==> src/turfio_pkg.sv <==
`default_nettype none

package turfio_pkg;

    // Register request opcode
    typedef enum logic {
        REG_READ  = 1'b0,
        REG_WRITE = 1'b1
    } reg_op_e;

    // Register word addresses, anything else reads zero
    typedef enum logic [3:0] {
        REG_IDENT   = 4'd0,
        REG_DATEVER = 4'd1,
        REG_CONTROL = 4'd2,
        REG_STATUS  = 4'd3
    } reg_sel_e;

    // Serial frame walk, shared by retimer and frame monitor
    typedef enum logic [1:0] {
        IDLE,
        START,
        DATA,
        STOP
    } uart_state_e;

    // ASCII "TFIO"
    localparam logic [31:0] TURFIO_IDENT = 32'h5446_494F;

    // 8N1 framing
    localparam int UART_DATA_BITS  = 8;
    localparam int UART_FRAME_BITS = 10;

    ////////////////////////////////////////////////
    // Control register bits
    localparam int CTRL_HSK_LOCAL    = 0;
    localparam int CTRL_CRATE_EN     = 1;
    localparam int CTRL_ENABLE_CRATE = 2;
    localparam int CTRL_EN_3V3       = 3;
    localparam int CTRL_CALSEL       = 4;
    localparam int CTRL_CALPWDN      = 5;
    localparam int CTRL_WIDTH        = 6;

    // Status word fields
    localparam int STAT_RXCOUNT_LSB = 0;
    localparam int STAT_CONF_LSB    = 8;
    localparam int STAT_TCTRL_B     = 10;

endpackage

`default_nettype wire
==> src/turfio_hsk_top.sv <==
`timescale 1ns/1ps
`default_nettype none

module turfio_hsk_top #(
    parameter int          BAUD_PERIOD   = 160,
    parameter int          SAMPLE_POINT  = 120,
    parameter int          REQ_CREDITS   = 2,
    parameter logic [3:0]  VER_MAJOR     = 4'd0,
    parameter logic [3:0]  VER_MINOR     = 4'd6,
    parameter logic [7:0]  VER_REV       = 8'd0,
    parameter logic [15:0] FIRMWARE_DATE = 16'h0000
) (
    input  wire                       init_clk,
    input  wire                       rst_n_i,
    // Serial lines, all idle high
    input  wire                       dbg_rx_i,
    input  wire                       turf_rx_i,
    input  wire                       tctrl_b_i,
    input  wire                       surf_tx_i,
    input  wire                       hsk_uart_rx_i,
    output logic                      dbg_tx_o,
    output logic                      turf_tx_o,
    output logic                      surf_rx_o,
    output logic                      hsk_uart_tx_o,
    // Crate controls
    input  wire [1:0]                 conf_i,
    output logic                      enable_crate_o,
    output logic                      enable_3v3_o,
    output logic                      calsel_o,
    output logic                      calpwdn_o,
    // Register channel
    input  wire                       req_valid_i,
    input  wire turfio_pkg::reg_op_e  req_op_i,
    input  wire turfio_pkg::reg_sel_e req_addr_i,
    input  wire [31:0]                req_wdata_i,
    output logic                      credit_o,
    output logic                      resp_valid_o,
    output logic [31:0]               resp_rdata_o
);

    logic       surf_retimed;
    logic [7:0] rx_count;
    logic       hsk_local;
    logic       crate_en;

    // Open-drain crate reply, late sample for the slow rise
    uart_retime #(
        .BAUD_PERIOD (BAUD_PERIOD),
        .SAMPLE_POINT(SAMPLE_POINT)
    ) u_retime (
        .init_clk (init_clk),
        .rst_n_i  (rst_n_i),
        .line_i   (surf_tx_i),
        .retimed_o(surf_retimed)
    );

    crate_uart_router #(
        .BAUD_PERIOD(BAUD_PERIOD)
    ) u_router (
        .init_clk      (init_clk),
        .rst_n_i       (rst_n_i),
        .hsk_local_i   (hsk_local),
        .crate_en_i    (crate_en),
        .dbg_rx_i      (dbg_rx_i),
        .turf_rx_i     (turf_rx_i),
        .tctrl_b_i     (tctrl_b_i),
        .surf_retimed_i(surf_retimed),
        .hsk_uart_rx_i (hsk_uart_rx_i),
        .dbg_tx_o      (dbg_tx_o),
        .turf_tx_o     (turf_tx_o),
        .surf_rx_o     (surf_rx_o),
        .hsk_uart_tx_o (hsk_uart_tx_o),
        .rx_count_o    (rx_count)
    );

    // ID, version, control and status
    tio_id_ctrl #(
        .REQ_CREDITS  (REQ_CREDITS),
        .VER_MAJOR    (VER_MAJOR),
        .VER_MINOR    (VER_MINOR),
        .VER_REV      (VER_REV),
        .FIRMWARE_DATE(FIRMWARE_DATE)
    ) u_id_ctrl (
        .init_clk      (init_clk),
        .rst_n_i       (rst_n_i),
        .req_valid_i   (req_valid_i),
        .req_op_i      (req_op_i),
        .req_addr_i    (req_addr_i),
        .req_wdata_i   (req_wdata_i),
        .credit_o      (credit_o),
        .resp_valid_o  (resp_valid_o),
        .resp_rdata_o  (resp_rdata_o),
        .rx_count_i    (rx_count),
        .conf_i        (conf_i),
        .tctrl_b_i     (tctrl_b_i),
        .hsk_local_o   (hsk_local),
        .crate_en_o    (crate_en),
        .enable_crate_o(enable_crate_o),
        .enable_3v3_o  (enable_3v3_o),
        .calsel_o      (calsel_o),
        .calpwdn_o     (calpwdn_o)
    );

endmodule

`default_nettype wire

==> src/tio_id_ctrl.sv <==
`timescale 1ns/1ps
`default_nettype none

module tio_id_ctrl #(
    parameter int          REQ_CREDITS   = 2,
    parameter logic [3:0]  VER_MAJOR     = 4'd0,
    parameter logic [3:0]  VER_MINOR     = 4'd6,
    parameter logic [7:0]  VER_REV       = 8'd0,
    parameter logic [15:0] FIRMWARE_DATE = 16'h0000
) (
    input  wire                       init_clk,
    input  wire                       rst_n_i,
    input  wire                       req_valid_i,
    input  wire turfio_pkg::reg_op_e  req_op_i,
    input  wire turfio_pkg::reg_sel_e req_addr_i,
    input  wire [31:0]                req_wdata_i,
    output logic                      credit_o,
    output logic                      resp_valid_o,
    output logic [31:0]               resp_rdata_o,
    input  wire [7:0]                 rx_count_i,
    input  wire [1:0]                 conf_i,
    input  wire                       tctrl_b_i,
    output logic                      hsk_local_o,
    output logic                      crate_en_o,
    output logic                      enable_crate_o,
    output logic                      enable_3v3_o,
    output logic                      calsel_o,
    output logic                      calpwdn_o
);
    import turfio_pkg::*;

    localparam int          PTR_W   = (REQ_CREDITS > 1) ? $clog2(REQ_CREDITS) : 1;
    localparam int          CNT_W   = $clog2(REQ_CREDITS + 1);
    localparam logic [31:0] DATEVER = {FIRMWARE_DATE, VER_MAJOR, VER_MINOR, VER_REV};

    // Request queue, one slot per credit
    reg_op_e               q_op    [REQ_CREDITS];
    reg_sel_e              q_addr  [REQ_CREDITS];
    logic [31:0]           q_wdata [REQ_CREDITS];
    logic [PTR_W-1:0]      wr_ptr_q;
    logic [PTR_W-1:0]      rd_ptr_q;
    logic [CNT_W-1:0]      q_count_q;
    logic                  take;
    logic                  take_q;
    // Execute stage
    logic                  s1_valid_q;
    reg_op_e               s1_op_q;
    reg_sel_e              s1_addr_q;
    logic [31:0]           s1_wdata_q;
    logic [CTRL_WIDTH-1:0] ctrl_q;
    logic [31:0]           status_word;
    logic [31:0]           rd_word;

    function automatic logic [PTR_W-1:0] next_ptr(input logic [PTR_W-1:0] ptr);
        return (ptr == PTR_W'(REQ_CREDITS - 1)) ? '0 : ptr + 1'b1;
    endfunction

    // Pop the head at most every other cycle
    assign take = (q_count_q != '0) && !take_q;

    always_ff @(posedge init_clk) begin
        if (req_valid_i) begin
            q_op[wr_ptr_q]    <= req_op_i;
            q_addr[wr_ptr_q]  <= req_addr_i;
            q_wdata[wr_ptr_q] <= req_wdata_i;
        end
        if (take) begin
            s1_op_q    <= q_op[rd_ptr_q];
            s1_addr_q  <= q_addr[rd_ptr_q];
            s1_wdata_q <= q_wdata[rd_ptr_q];
        end
        if (s1_valid_q) begin
            resp_rdata_o <= (s1_op_q == REG_WRITE) ? 32'd0 : rd_word;
        end
    end

    always_ff @(posedge init_clk or negedge rst_n_i) begin
        if (!rst_n_i) begin
            wr_ptr_q     <= '0;
            rd_ptr_q     <= '0;
            q_count_q    <= '0;
            take_q       <= 1'b0;
            s1_valid_q   <= 1'b0;
            resp_valid_o <= 1'b0;
            credit_o     <= 1'b0;
            ctrl_q       <= '0;
        end else begin
            take_q     <= take;
            s1_valid_q <= take;
            // Response and credit leave together, two clocks after the pop
            resp_valid_o <= s1_valid_q;
            credit_o     <= s1_valid_q;
            if (req_valid_i) begin
                wr_ptr_q <= next_ptr(wr_ptr_q);
            end
            if (take) begin
                rd_ptr_q <= next_ptr(rd_ptr_q);
            end
            if (req_valid_i && !take) begin
                q_count_q <= q_count_q + 1'b1;
            end else if (!req_valid_i && take) begin
                q_count_q <= q_count_q - 1'b1;
            end
            // Writes land with the response, other addresses ignore them
            if (s1_valid_q && s1_op_q == REG_WRITE && s1_addr_q == REG_CONTROL) begin
                ctrl_q <= s1_wdata_q[CTRL_WIDTH-1:0];
            end
        end
    end

    ////////////////////////////////////////////////
    // Read words
    always_comb begin
        status_word = 32'd0;
        status_word[STAT_RXCOUNT_LSB +: 8] = rx_count_i;
        status_word[STAT_CONF_LSB +: 2]    = conf_i;
        status_word[STAT_TCTRL_B]          = tctrl_b_i;
    end

    always_comb begin
        case (s1_addr_q)
            REG_IDENT:   rd_word = TURFIO_IDENT;
            REG_DATEVER: rd_word = DATEVER;
            REG_CONTROL: rd_word = {{(32 - CTRL_WIDTH){1'b0}}, ctrl_q};
            REG_STATUS:  rd_word = status_word;
            default:     rd_word = 32'd0;
        endcase
    end

    assign hsk_local_o    = ctrl_q[CTRL_HSK_LOCAL];
    assign crate_en_o     = ctrl_q[CTRL_CRATE_EN];
    assign enable_crate_o = ctrl_q[CTRL_ENABLE_CRATE];
    assign enable_3v3_o   = ctrl_q[CTRL_EN_3V3];
    assign calsel_o       = ctrl_q[CTRL_CALSEL];
    assign calpwdn_o      = ctrl_q[CTRL_CALPWDN];

    // Requester spent a credit it did not hold
    a_no_overflow: assert property (@(posedge init_clk) disable iff (!rst_n_i)
        req_valid_i |-> (q_count_q != CNT_W'(REQ_CREDITS)));

    // Every response is one credit, tied to a pop two clocks back
    a_resp_credit: assert property (@(posedge init_clk) disable iff (!rst_n_i)
        (resp_valid_o || credit_o) |-> (resp_valid_o && credit_o && $past(take, 2)));

endmodule

`default_nettype wire

==> src/crate_uart_router.sv <==
`timescale 1ns/1ps
`default_nettype none

module crate_uart_router #(
    parameter int BAUD_PERIOD = 160
) (
    input  wire        init_clk,
    input  wire        rst_n_i,
    input  wire        hsk_local_i,
    input  wire        crate_en_i,
    input  wire        dbg_rx_i,
    input  wire        turf_rx_i,
    input  wire        tctrl_b_i,
    input  wire        surf_retimed_i,
    input  wire        hsk_uart_rx_i,
    output logic       dbg_tx_o,
    output logic       turf_tx_o,
    output logic       surf_rx_o,
    output logic       hsk_uart_tx_o,
    output logic [7:0] rx_count_o
);
    import turfio_pkg::*;

    localparam int CNT_W = $clog2(BAUD_PERIOD);
    localparam int BIT_W = $clog2(UART_DATA_BITS);

    logic             crate_fwd;
    logic             crate_reply;
    logic             reply;
    logic             reply_q;
    uart_state_e      state_q;
    logic [CNT_W-1:0] cnt_q;
    logic [BIT_W-1:0] bit_q;
    logic             sample;

    //////////////////////////////////////////////////
    // Routing
    //////////////////////////////////////////////////

    // Local debug owns the bus, else TURF when it has the serial path
    // and an idle line when it has I2C instead
    assign crate_fwd = hsk_local_i ? dbg_rx_i : (tctrl_b_i ? 1'b1 : turf_rx_i);

    // Crate side silenced when disabled
    assign crate_reply = crate_en_i ? surf_retimed_i : 1'b1;

    // Wired-AND merge, either talker pulls low
    assign reply = crate_reply & hsk_uart_rx_i;

    // Housekeeping processor always listens
    assign hsk_uart_tx_o = crate_fwd;
    assign surf_rx_o     = crate_en_i ? crate_fwd : 1'b1;

    // Reply goes back to whoever drives the bus
    assign dbg_tx_o  = hsk_local_i ? reply : 1'b1;
    assign turf_tx_o = hsk_local_i ? 1'b1 : reply;

    //////////////////////////////////////////////////
    // Frame monitor
    //////////////////////////////////////////////////

    assign sample = (state_q != IDLE) && (cnt_q == '0);

    always_ff @(posedge init_clk or negedge rst_n_i) begin
        if (!rst_n_i) begin
            state_q    <= IDLE;
            cnt_q      <= '0;
            bit_q      <= '0;
            reply_q    <= 1'b1;
            rx_count_o <= 8'd0;
        end else begin
            reply_q <= reply;
            case (state_q)
                IDLE: begin
                    // Start edge, aim for the middle of the start bit
                    if (!reply && reply_q) begin
                        state_q <= START;
                        cnt_q   <= CNT_W'(BAUD_PERIOD / 2 - 1);
                    end
                end
                default: begin
                    if (sample) begin
                        cnt_q <= CNT_W'(BAUD_PERIOD - 1);
                        case (state_q)
                            START: begin
                                // High at mid start is a glitch
                                state_q <= reply ? IDLE : DATA;
                                bit_q   <= '0;
                            end
                            DATA: begin
                                bit_q <= bit_q + 1'b1;
                                if (bit_q == BIT_W'(UART_DATA_BITS - 1)) begin
                                    state_q <= STOP;
                                end
                            end
                            default: begin
                                // Good stop bit, count it, wraps at 8 bits
                                if (reply) begin
                                    rx_count_o <= rx_count_o + 8'd1;
                                end
                                state_q <= IDLE;
                            end
                        endcase
                    end else begin
                        cnt_q <= cnt_q - 1'b1;
                    end
                end
            endcase
        end
    end

    // Only one outside port carries the reply at a time
    a_one_reply_port: assert property (@(posedge init_clk) disable iff (!rst_n_i)
        !(!dbg_tx_o && !turf_tx_o));

endmodule

`default_nettype wire

==> src/uart_retime.sv <==
`timescale 1ns/1ps
`default_nettype none

module uart_retime #(
    parameter int BAUD_PERIOD  = 160,
    parameter int SAMPLE_POINT = 120
) (
    input  wire  init_clk,
    input  wire  rst_n_i,
    input  wire  line_i,
    output logic retimed_o
);
    import turfio_pkg::*;

    localparam int CNT_W = $clog2(BAUD_PERIOD);
    localparam int BIT_W = $clog2(UART_FRAME_BITS);

    uart_state_e      state_q;
    logic [CNT_W-1:0] cnt_q;
    logic [BIT_W-1:0] bit_q;
    logic             line_q;
    logic             sample;

    // Late sample point must land inside the bit
    if (SAMPLE_POINT >= BAUD_PERIOD) begin : g_bad_sample_point
        $error("uart_retime: SAMPLE_POINT must be below BAUD_PERIOD");
    end

    // Bit timer expired, sample this cycle
    assign sample = (state_q != IDLE) && (cnt_q == '0);

    always_ff @(posedge init_clk or negedge rst_n_i) begin
        if (!rst_n_i) begin
            state_q   <= IDLE;
            cnt_q     <= '0;
            bit_q     <= '0;
            line_q    <= 1'b1;
            retimed_o <= 1'b1;
        end else begin
            line_q <= line_i;
            if (state_q == IDLE) begin
                // Let go of the output once the line is back up
                if (line_q) begin
                    retimed_o <= 1'b1;
                end
                // Falling edge opens a frame
                if (!line_i && line_q) begin
                    state_q <= START;
                    cnt_q   <= CNT_W'(SAMPLE_POINT - 1);
                    bit_q   <= '0;
                end
            end else if (sample) begin
                // Clean level until the next sample
                retimed_o <= line_i;
                cnt_q     <= CNT_W'(BAUD_PERIOD - 1);
                bit_q     <= bit_q + 1'b1;
                if (bit_q == BIT_W'(UART_FRAME_BITS - 1)) begin
                    state_q <= IDLE;
                end else if (bit_q == BIT_W'(UART_DATA_BITS)) begin
                    state_q <= STOP;
                end else begin
                    state_q <= DATA;
                end
            end else begin
                cnt_q <= cnt_q - 1'b1;
            end
        end
    end

    // Output idles high once the line has been up for two clocks
    a_idle_high: assert property (@(posedge init_clk) disable iff (!rst_n_i)
        (state_q == IDLE) && line_q && $past(line_q) |-> retimed_o);

endmodule

`default_nettype wire

==> config.mk <==
export PLATFORM = sky130hd
export DESIGN_NAME = turfio_hsk_top
export DESIGN_NICKNAME = d
export VERILOG_FILES = /design/src/turfio_pkg.sv /design/src/turfio_hsk_top.sv /design/src/tio_id_ctrl.sv /design/src/crate_uart_router.sv /design/src/uart_retime.sv
export SDC_FILE = /design/constraint.sdc
export NUM_CORES = 1
export LEC_CHECK = 0
export BUFFER_PORTS_ARGS = -buffer_cell sky130_fd_sc_hd__buf_4
export CORE_MARGIN = 2
export CORE_UTILIZATION = 30
export CTS_CLUSTER_SIZE = 25
export DETAILED_ROUTE_END_ITERATION = 8
export PLACE_DENSITY = 0.53
export SYNTH_ARGS = -nofsm -noshare
export SYNTH_HDL_FRONTEND = slang
export SYNTH_SLANG_ARGS = --single-unit
==> constraint.sdc <==
create_clock -name init_clk -period 2.27 [get_ports init_clk]
set_clock_uncertainty 0.1 [all_clocks]
set_input_delay 0.681 -clock init_clk [delete_from_list [all_inputs] [get_ports init_clk]]
set_output_delay 0.681 -clock init_clk [all_outputs]
set_load 0.03 [all_outputs]
==> metrics.txt, run 1 <==
outcome=completed; Max Slew Vio Count=0; Seq pwr share=44.9%; Max-Cap Viols=0; setup violators final=0; worst r2r dst=u_router.rx_count_o[1]; Routed WL=~7900 µm; FP Rows=44; Die Y=125 µm; width of the die=125 µm; RSZ-0062 raised after global routing=false; Worst Setup End Kind=output port; I/O pin total=89; sequential share of the synthesized area=between 50% and 60%; Synth Area in Simple Gates=12.9%; Post-synth ARST share=52.6%; CTS Sinks=95; Synth Area in Adders=roughly 4.6%; Tmin final=2190 ps; syn avg cell area=about 12 µm²; CTS tree=done; hpwl dp=~5700 µm; vias in the first global route=2819; Avg WL per Cell=about 13 µm; XOR/XNOR Fraction of Synth Area=2.40%; Final Hold Vio Count=0; CP max stage cell=or2_2; Most Crowded Layer GR=met2; root buffer cell=clkbuf_16; clock network power share=24.2%; Max Freq=around 0.46 GHz; flops & latches, synth=95; routing usage on met1=13.9%; postcts setup bufs=0; CORE AREA=0.0144 mm²; Initial Utilization=30.4%; r2r setup slk=210 ps; R2R depth=6; part of the power in combinational logic=31.0%; WP data arrival=between 1000 and 1500 ps; synth-to-layout area growth=18.7%; peak fanout along the critical path=2; Post-DRT Antenna Nets=0; largest cells by area after synthesis=edfxtp_1, dfrtp_1, ha_1; Worst Path Buf+Inv=2; Crit path top cell by count=buf_4; worst r2r src=u_router.cnt_q[0]; RD Place Congestion=0.818; Yosys top cell by area=edfxtp_1; largest family of logic cells by synthesized area=simple AND/OR/NAND/NOR gates; antenna violations before repair=0; count of hold-fix buffers inserted at cts=0; power per cell area=between 1000 and 1500 mW/mm²; Setup crit start kind=primary input; instance count on the critical path=5; nets@finish=492; first drt pass iteration count=4; crit path cell chain=buf_4 -> nor2_2 -> o21ai_2 -> or2_2 -> buf_4; Max-slew headroom=a little under three fifths; CTS buffer count=9; synth warn=0; Hold Crit Class=primary input to async pin; top_reg_cell synth=dfrtp_1; share of Yosys cell area claimed by the top area cell type=between 30% and 40%; EDFF count, synth=45; critical path required time=approximately 1500 ps; Setup TNS=0 ps; final core occ=36.1%; initial DRC count=approximately 170; NetSw=2.16 mW; global-route wire length before repair=13400 µm; Net Sw Frac=a little over a third; via/cell ratio=4.60; DRC viols=0; Tot GR Track Use=10.6%; met3 Use GR=1.72%; Syn Std Cell Area=0.00439 mm²; Mapped Cells=378; routing usage on met2=between 10% and 20%; H-tree Lvls=3; Int Power=3.86 mW; Netlist cell types=50; share of cells above drive strength 1=a little under a quarter; Reg clk slew, reported paths=about 70 ps; largest net degree at the start of global routing=51; Final period util=approximately 96%; Layout fillers=~1400; VDD IR max=0.000461 V; die area=between 0.015 and 0.02 mm²; Worst-Margin Slew=662 ps; Longest Clk Path Bufs=2; CP max stage delay=about 280 ps; DR vias=2840; Setup CP Type=primary input to output port; post-synthesis mux area share=5.22%; Port Buffers=49; # diodes=0; Leakage=2.22 nW; total power=around 6 mW; Clk Latency, worst-skew pair=340 ps; post-synthesis compound-gate area fraction=between 8 and 9%; Top delay family on crit path=simple AND/OR/NAND/NOR gates; overflow left after global routing=0
-- metrics by stage --
stage | instance area [µm²] | hold slack, ps | setup slack, ps | std cells
finish | 5210 | 262 | 79.6 | 618
global route | 5210 | 315 | 19.7 | 618
CTS | 5200 | 299 | 11.1 | 618
detailed placement | 4910 | 339 | 63.9 | 602
global placement | 4910 | 337 | 70.1 | 602
floorplan | 4430 | 285 | 171 | 390
-- power groups by stage --
stage          sequential (mW)  combinational [mW]  clock, mW
2_1_floorplan             2.89                1.12          0
3_3_place_gp              2.72                1.87          0
3_5_place_dp              2.73                1.88          0
4_1_cts                   2.71                1.89       1.50
5_1_grt                   2.76                2.05       1.55
6_report                  2.70                1.86       1.45
-- sequential cells by signal (all words and copies together) (netlist names), 2 cells and up --
register / count
u_id_ctrl.s1_wdata_q: 6
u_retime.state_q: 2
u_id_ctrl.q_wdata: 12
u_retime.cnt_q: 8
u_id_ctrl.resp_rdata_o: 12
u_id_ctrl.s1_addr_q: 4
u_router.cnt_q: 8
u_retime.bit_q: 4
u_id_ctrl.q_op: 2
u_router.bit_q: 3
u_router.rx_count_o: 8
u_id_ctrl.q_addr: 8
u_router.state_q: 2
u_id_ctrl.ctrl_q: 6
u_id_ctrl.q_count_q: 2
-- worst register-to-register path: cells and delay by family (launching register included) --
kind / cells / cell delay (ps)
and+or+nand+nor: 3 / 790
muxes: 1 / 360
DFF: 1 / 430
buffers and inverters: 1 / 100
adders and majority gates: 1 / 180
-- area by class of cell --
cell class | instances | area, µm² | area share, %
Multi-Input combinational cell | 239 | 1550 | 29.8
Clock inverter | 7 | 60.1 | 1.15
Inverter | 26 | 97.6 | 1.87
Clock buffer | 9 | 225 | 4.32
Sequential cell | 95 | 2610 | 50.0
Tap cell | 184 | 230 | 4.42
Timing Repair Buffer | 58 | 435 | 8.36
-- cell usage in the layout, fill, tap and decap left out, types with 6 or more instances in the layout --
| cell | netlist | routed |
|---|---|---|
| buf_4 | 21 | 58 |
| clkbuf_16 | 0 | 9 |
| o21ai_0 | 16 | 15 |
| nand3_1 | 12 | 12 |
| xor2_1 | 9 | 9 |
| nor2_1 | 29 | 28 |
| a31oi_1 | 6 | 6 |
| mux2_2 | 15 | 15 |
| inv_1 | 26 | 26 |
| ha_1 | 16 | 16 |
| dfrtp_1 | 47 | 47 |
| edfxtp_1 | 45 | 45 |
| mux2i_1 | 6 | 6 |
| nand2_1 | 25 | 23 |
| a21oi_1 | 23 | 23 |
| nor3_1 | 9 | 9 |
| conb_1 | 1 | 13 |
-- how the worst max path moves through the flow --
stage	startpoint	to
after global routing	u_id_ctrl.ctrl_q[0]	surf_rx_o
final	tctrl_b_i	surf_rx_o
after detailed placement	tctrl_b_i	surf_rx_o
after floorplan	tctrl_b_i	surf_rx_o
after CTS	u_retime.retimed_o	dbg_tx_o
after global placement	tctrl_b_i	surf_rx_o
-- layer usage --
metal	vias up	wire length [µm]
li1	1410	-
met1	1352	3750
met2	65	3780
met3	13	252
met4	0	156
met5	-	0
-- cells in the mapped netlist (4+ instances only) --
library cell   n
dfrtp_1       47
edfxtp_1      45
nor2_1        29
inv_1         26
nand2_1       25
a21oi_1       23
buf_4         21
ha_1          16
o21ai_0       16
mux2_2        15
nand3_1       12
nor3_1         9
xor2_1         9
clkbuf_1       7
a31oi_1        6
mux2i_1        6
nand4_1        5
nor2b_1        5
or3_1          5
nor4_1         4
o31ai_1        4
-- cell families (layout without fill, tap and decap cells) --
logic type	count (synthesis)	in the layout
simple gates	113	113
xor+xnor	12	12
mux	21	21
other cells	1	13
fa+ha+maj	16	16
buf+inv	56	100
flops	95	95
compound gates	64	64
-- what timing repair did --
action	4_1_cts	5_1_grt
hold endpoints to repair	0	0
resized for setup	1	3
setup endpoints to repair	2	2
No activity file was read; power rests on OpenSTA's default activity.
==> inputs of run 2 (changes only) <==
- CORE_ASPECT_RATIO: not set -> 1.2
==> metrics.txt, run 2 (synthesis gave the netlist of run 1 again) <==
synth-to-layout area growth=18.6%; initial DRC count=125; # diodes=0; nets@finish=492; CP max stage cell=or2_2; peak fanout along the critical path=2; critical path required time=between 1000 and 1500 ps; Avg WL per Cell=13.3 µm; Worst Path Buf+Inv=2; Setup CP Type=primary input to output port; power per cell area=1170 mW/mm²; Port Buffers=49; hpwl dp=roughly 5800 µm; Routed WL=8090 µm; biggest regs=u_id_ctrl.q_wdata x12, u_id_ctrl.resp_rdata_o x12; NetSw=2.21 mW; Setup crit start kind=primary input; Max-Cap Viols=0; Hold Crit Class=primary input to async pin; H-tree Lvls=3; Seq pwr share=around 45%; Crit path top cell by count=buf_4; CTS Sinks=95; Die Y=136 µm; Post-DRT Antenna Nets=0; Initial Utilization=30.6%; Tot GR Track Use=between 10 and 15%; Layout fillers=1397; root buffer cell=clkbuf_16; Final Hold Vio Count=0; Setup TNS=0 ps; part of the power in combinational logic=29.9%; Max Slew Vio Count=0; outcome=completed; CP max stage delay=approximately 270 ps; DR vias=2888; overflow left after global routing=0; CORE AREA=0.0144 mm²; die area=0.0156 mm²; most frequent cells in the layout=buf_4, dfrtp_1, edfxtp_1, nor2_1, inv_1; Longest Clk Path Bufs=2; Tmin final=2210 ps; largest net degree at the start of global routing=51; vias in the first global route=approximately 2900; global-route wire length before repair=13800 µm; Max-slew headroom=57.1%; crit path cell chain=buf_4 -> nor2_1 -> o21ai_2 -> or2_2 -> buf_4; share of cells above drive strength 1=approximately a quarter; DRC viols=0; Reg clk slew, reported paths=70 ps; Worst Slack Setup Final=56.1 ps; FP Rows=48; RSZ-0062 raised after global routing=false; Setup Slack @ Placement=slightly below 50 ps; Int Power=3.87 mW; first drt pass iteration count=4; VDD IR max=0.000383 V; Max Freq=0.452 GHz; footprint of the multi-input gates=0.00154 mm²; Final period util=97.5%; via/cell ratio=4.74; antenna violations before repair=0; RD Place Congestion=roughly 0.87; Net Sw Frac=36.3%; Clk Latency, worst-skew pair=350 ps; CTS tree=done; clock network power share=around a quarter; CTS buffer count=9; WP data arrival=1430 ps; Worst-Margin Slew=approximately 640 ps; width of the die=114 µm; Worst Setup End Kind=output port; register area=0.00261 mm²; postcts setup bufs=0; I/O pin total=around 90; commonest non-fill, non-tap cell in the layout=buf_4; Leakage=2.22 nW; setup violators final=0; Top delay family on crit path=simple AND/OR/NAND/NOR gates
run 2: layout make-up:
cell class | count | share of cell area, %
multi-input combinational | 239 | 29.7
sequential | 95 | 50.1
tap | 175 | 4.21
clock buffer | 9 | 4.33
timing repair buffer | 58 | 8.37
inverter | 26 | 1.88
clock inverter | 7 | 1.42
run 2: stage by stage:
step           std cells  hold WS (ps)  cell area, µm²  total power [mW]  utilization (%)
3_3_place_gp         593           339            4900              4.55             34.1
2_1_floorplan        390           285            4430              4.01                -
3_5_place_dp         593           341            4900              4.60             34.1
5_1_grt              609           309            5200              6.44             36.2
4_1_cts              609           289            5190              6.13             36.2
6_report             609           258            5200              6.07             36.2
run 2: repair_timing:
item                                   in CTS  in global routing
gates resized for setup                     0                  2
hold buffers                                0                  0
setup endpoints to repair                   0                  2
endpoints found under the hold margin       0                  0
run 2: final timing paths:
kind / startpoint / slack [ps] / endpoint / depth (start not counted)
max: tctrl_b_i / 60 / surf_rx_o / 5
min: rst_n_i / 260 / u_retime.bit_q[1] / 1
max reg2reg: u_retime.cnt_q[4] / 200 / u_retime.bit_q[3] / 4
min reg2reg: u_id_ctrl.s1_wdata_q[2] / 350 / u_id_ctrl.ctrl_q[2] / 2
max in group asynchronous: rst_n_i / 1380 / u_router.rx_count_o[2] / 1
min in group init_clk: u_id_ctrl.s1_wdata_q[2] / 350 / u_id_ctrl.ctrl_q[2] / 2
run 2: power by group through the flow:
stage	Clock [mW]	Combinational, mW	Sequential [mW]
after floorplan	0	1.12	2.89
after global placement	0	1.80	2.75
after detailed placement	0	1.82	2.78
after CTS	1.55	1.84	2.74
after global routing	1.63	2.00	2.81
final	1.52	1.82	2.73
run 2: worst reg2reg max path: stages (launching register included):
cell and delay, ps:
dfrtp_1 420, or3_4 430, or4b_1 540, or3_1 360, a21boi_1 150
run 2: routing by layer:
metal	vias to the layer above	GRT usage, %	routed length [µm]	share of wire [%]
li1	1412	-	-	-
met1	1394	13.6	3570	44
met2	70	19.0	4060	50
met3	12	1.96	265	3.3
met4	0	5.69	197	2.4
met5	-	0	0	0
==> inputs of run 3 (changes only) <==
- CTS_BUF_LIST: not set -> sky130_fd_sc_hd__clkbuf_2
- clock period: 2.27 -> 2.7 ns (I/O delays scaled with it)
==> metrics.txt, run 3 (synthesis gave the netlist of run 1 again) <==
WP data arrival=1620 ps; antenna violations before repair=1; Die Y=136 µm; width of the die=114 µm; VDD IR max=0.000270 V; Tot GR Track Use=10.8%; Setup crit start kind=register; Max Slew Vio Count=0; Avg WL per Cell=roughly 13 µm; commonest non-fill, non-tap cell in the layout=buf_4; Max-slew headroom=56.5%; Setup Slack @ Placement=248 ps; outcome=completed; Routed WL=8030 µm; CTS tree=done; via/cell ratio=~4.7; CP max stage cell=dfstp_2; R2R depth=6; CTS buffer count=9; first drt pass iteration count=4; Final Hold Vio Count=0; initial DRC count=about 110; Worst-Margin Slew=653 ps; Worst Slack Setup Final=168 ps; most frequent cells in the layout=buf_4, dfrtp_1, edfxtp_1, nor2_1, inv_1; die area=0.0156 mm²; biggest regs=u_id_ctrl.q_wdata x12, u_id_ctrl.resp_rdata_o x12; DR vias=around 2900; setup violators final=0; Reg clk slew, reported paths=280 ps; Placed Area=approximately 0.005 mm²; Max Freq=0.395 GHz; RSZ-0062 raised after global routing=false; Tmin final=around 2500 ps; Port Buffers=between 40 and 50; Setup TNS=0 ps; FP Rows=48; Hold Crit Class=primary input to async pin; vias in the first global route=around 2900; hpwl dp=just under 6000 µm; Setup CP Type=register to output port; Final Instance Area=roughly 0.0050 mm²; crit path cell chain=nand2b_4 -> nand2_4 -> nand2_1 -> buf_4; DRC viols=0; peak fanout along the critical path=5; Initial Utilization=30.6%; Clk Latency, worst-skew pair=580 ps; synth-to-layout area growth=14.1%; CTS Sinks=95; power per cell area=891 mW/mm²; nets@finish=490; CORE AREA=0.0144 mm²; share of cells above drive strength 1=22.7%; Longest Clk Path Bufs=2; overflow left after global routing=0; root buffer cell=clkbuf_2; Post-DRT Antenna Nets=0; Final period util=93.8%; H-tree Lvls=3; critical path required time=1790 ps; Max-Cap Viols=0; I/O pin total=~90; total power=4.46 mW; Worst Setup End Kind=output port; Leakage=approximately 2.1 nW; CP max stage delay=600 ps; largest net degree at the start of global routing=51; global-route wire length before repair=13300 µm; RD Place Congestion=0.843
==> run 3: cell type report <==
type / instances / area, µm²
Fill cell: 1434 / 9350
Clock inverter: 7 / 60.1
Sequential cell: 95 / 2610
Timing Repair Buffer: 56 / 424
Tap cell: 175 / 219
Clock buffer: 9 / 45.0
Inverter: 26 / 97.6
Antenna cell: 1 / 2.50
Multi-Input combinational cell: 239 / 1550
==> run 3: final timing paths <==
kind                                           to  slack [ps]                    from
min reg2reg                u_router.rx_count_o[7]         390  u_router.rx_count_o[7]
min in group init_clk             u_retime.line_q         230               surf_tx_i
min                           u_id_ctrl.ctrl_q[5]         110                 rst_n_i
max                                      dbg_tx_o         170      u_retime.retimed_o
max in group asynchronous       u_router.cnt_q[0]        1960                 rst_n_i
max reg2reg                u_router.rx_count_o[1]         450       u_router.cnt_q[0]
==> run 3: layer usage <==
| layer | global-route usage [%] | wire length [µm] |
|---|---|---|
| met1 | 12.8 | 3480 |
| met2 | 18.6 | 4130 |
| met3 | 2.76 | 253 |
| met4 | 4.61 | 165 |
| met5 | 0 | 0 |
==> run 3: power breakdown <==
part / internal (mW) / switching, mW / total (mW)
Combinational: 0.585 / 0.890 / 1.48
Sequential: 1.98 / 0.341 / 2.33
Clock: 0.142 / 0.517 / 0.659
==> run 3: timing repair <==
item | CTS | global route
cloned | 0 | 0
setup buffers | 1 | 0
hold buffers | 0 | 0
resized for setup | 2 | 2
setup endpoints to repair | 2 | 2
==> run 3: per-stage QoR <==
step	hold slack, ps	util, %	std cells
global route	97.9	34.9	608
detailed placement	340	33.9	590
global placement	341	33.9	590
finish	115	34.9	608
CTS	95.7	34.8	607
floorplan	326	-	390
==> run 3: worst max-delay path: cells and delay by family, from the launching register on <==
kind          cells  cell delay, ps
simple gates      3             300
flops             1             600
buf+inv           1             150
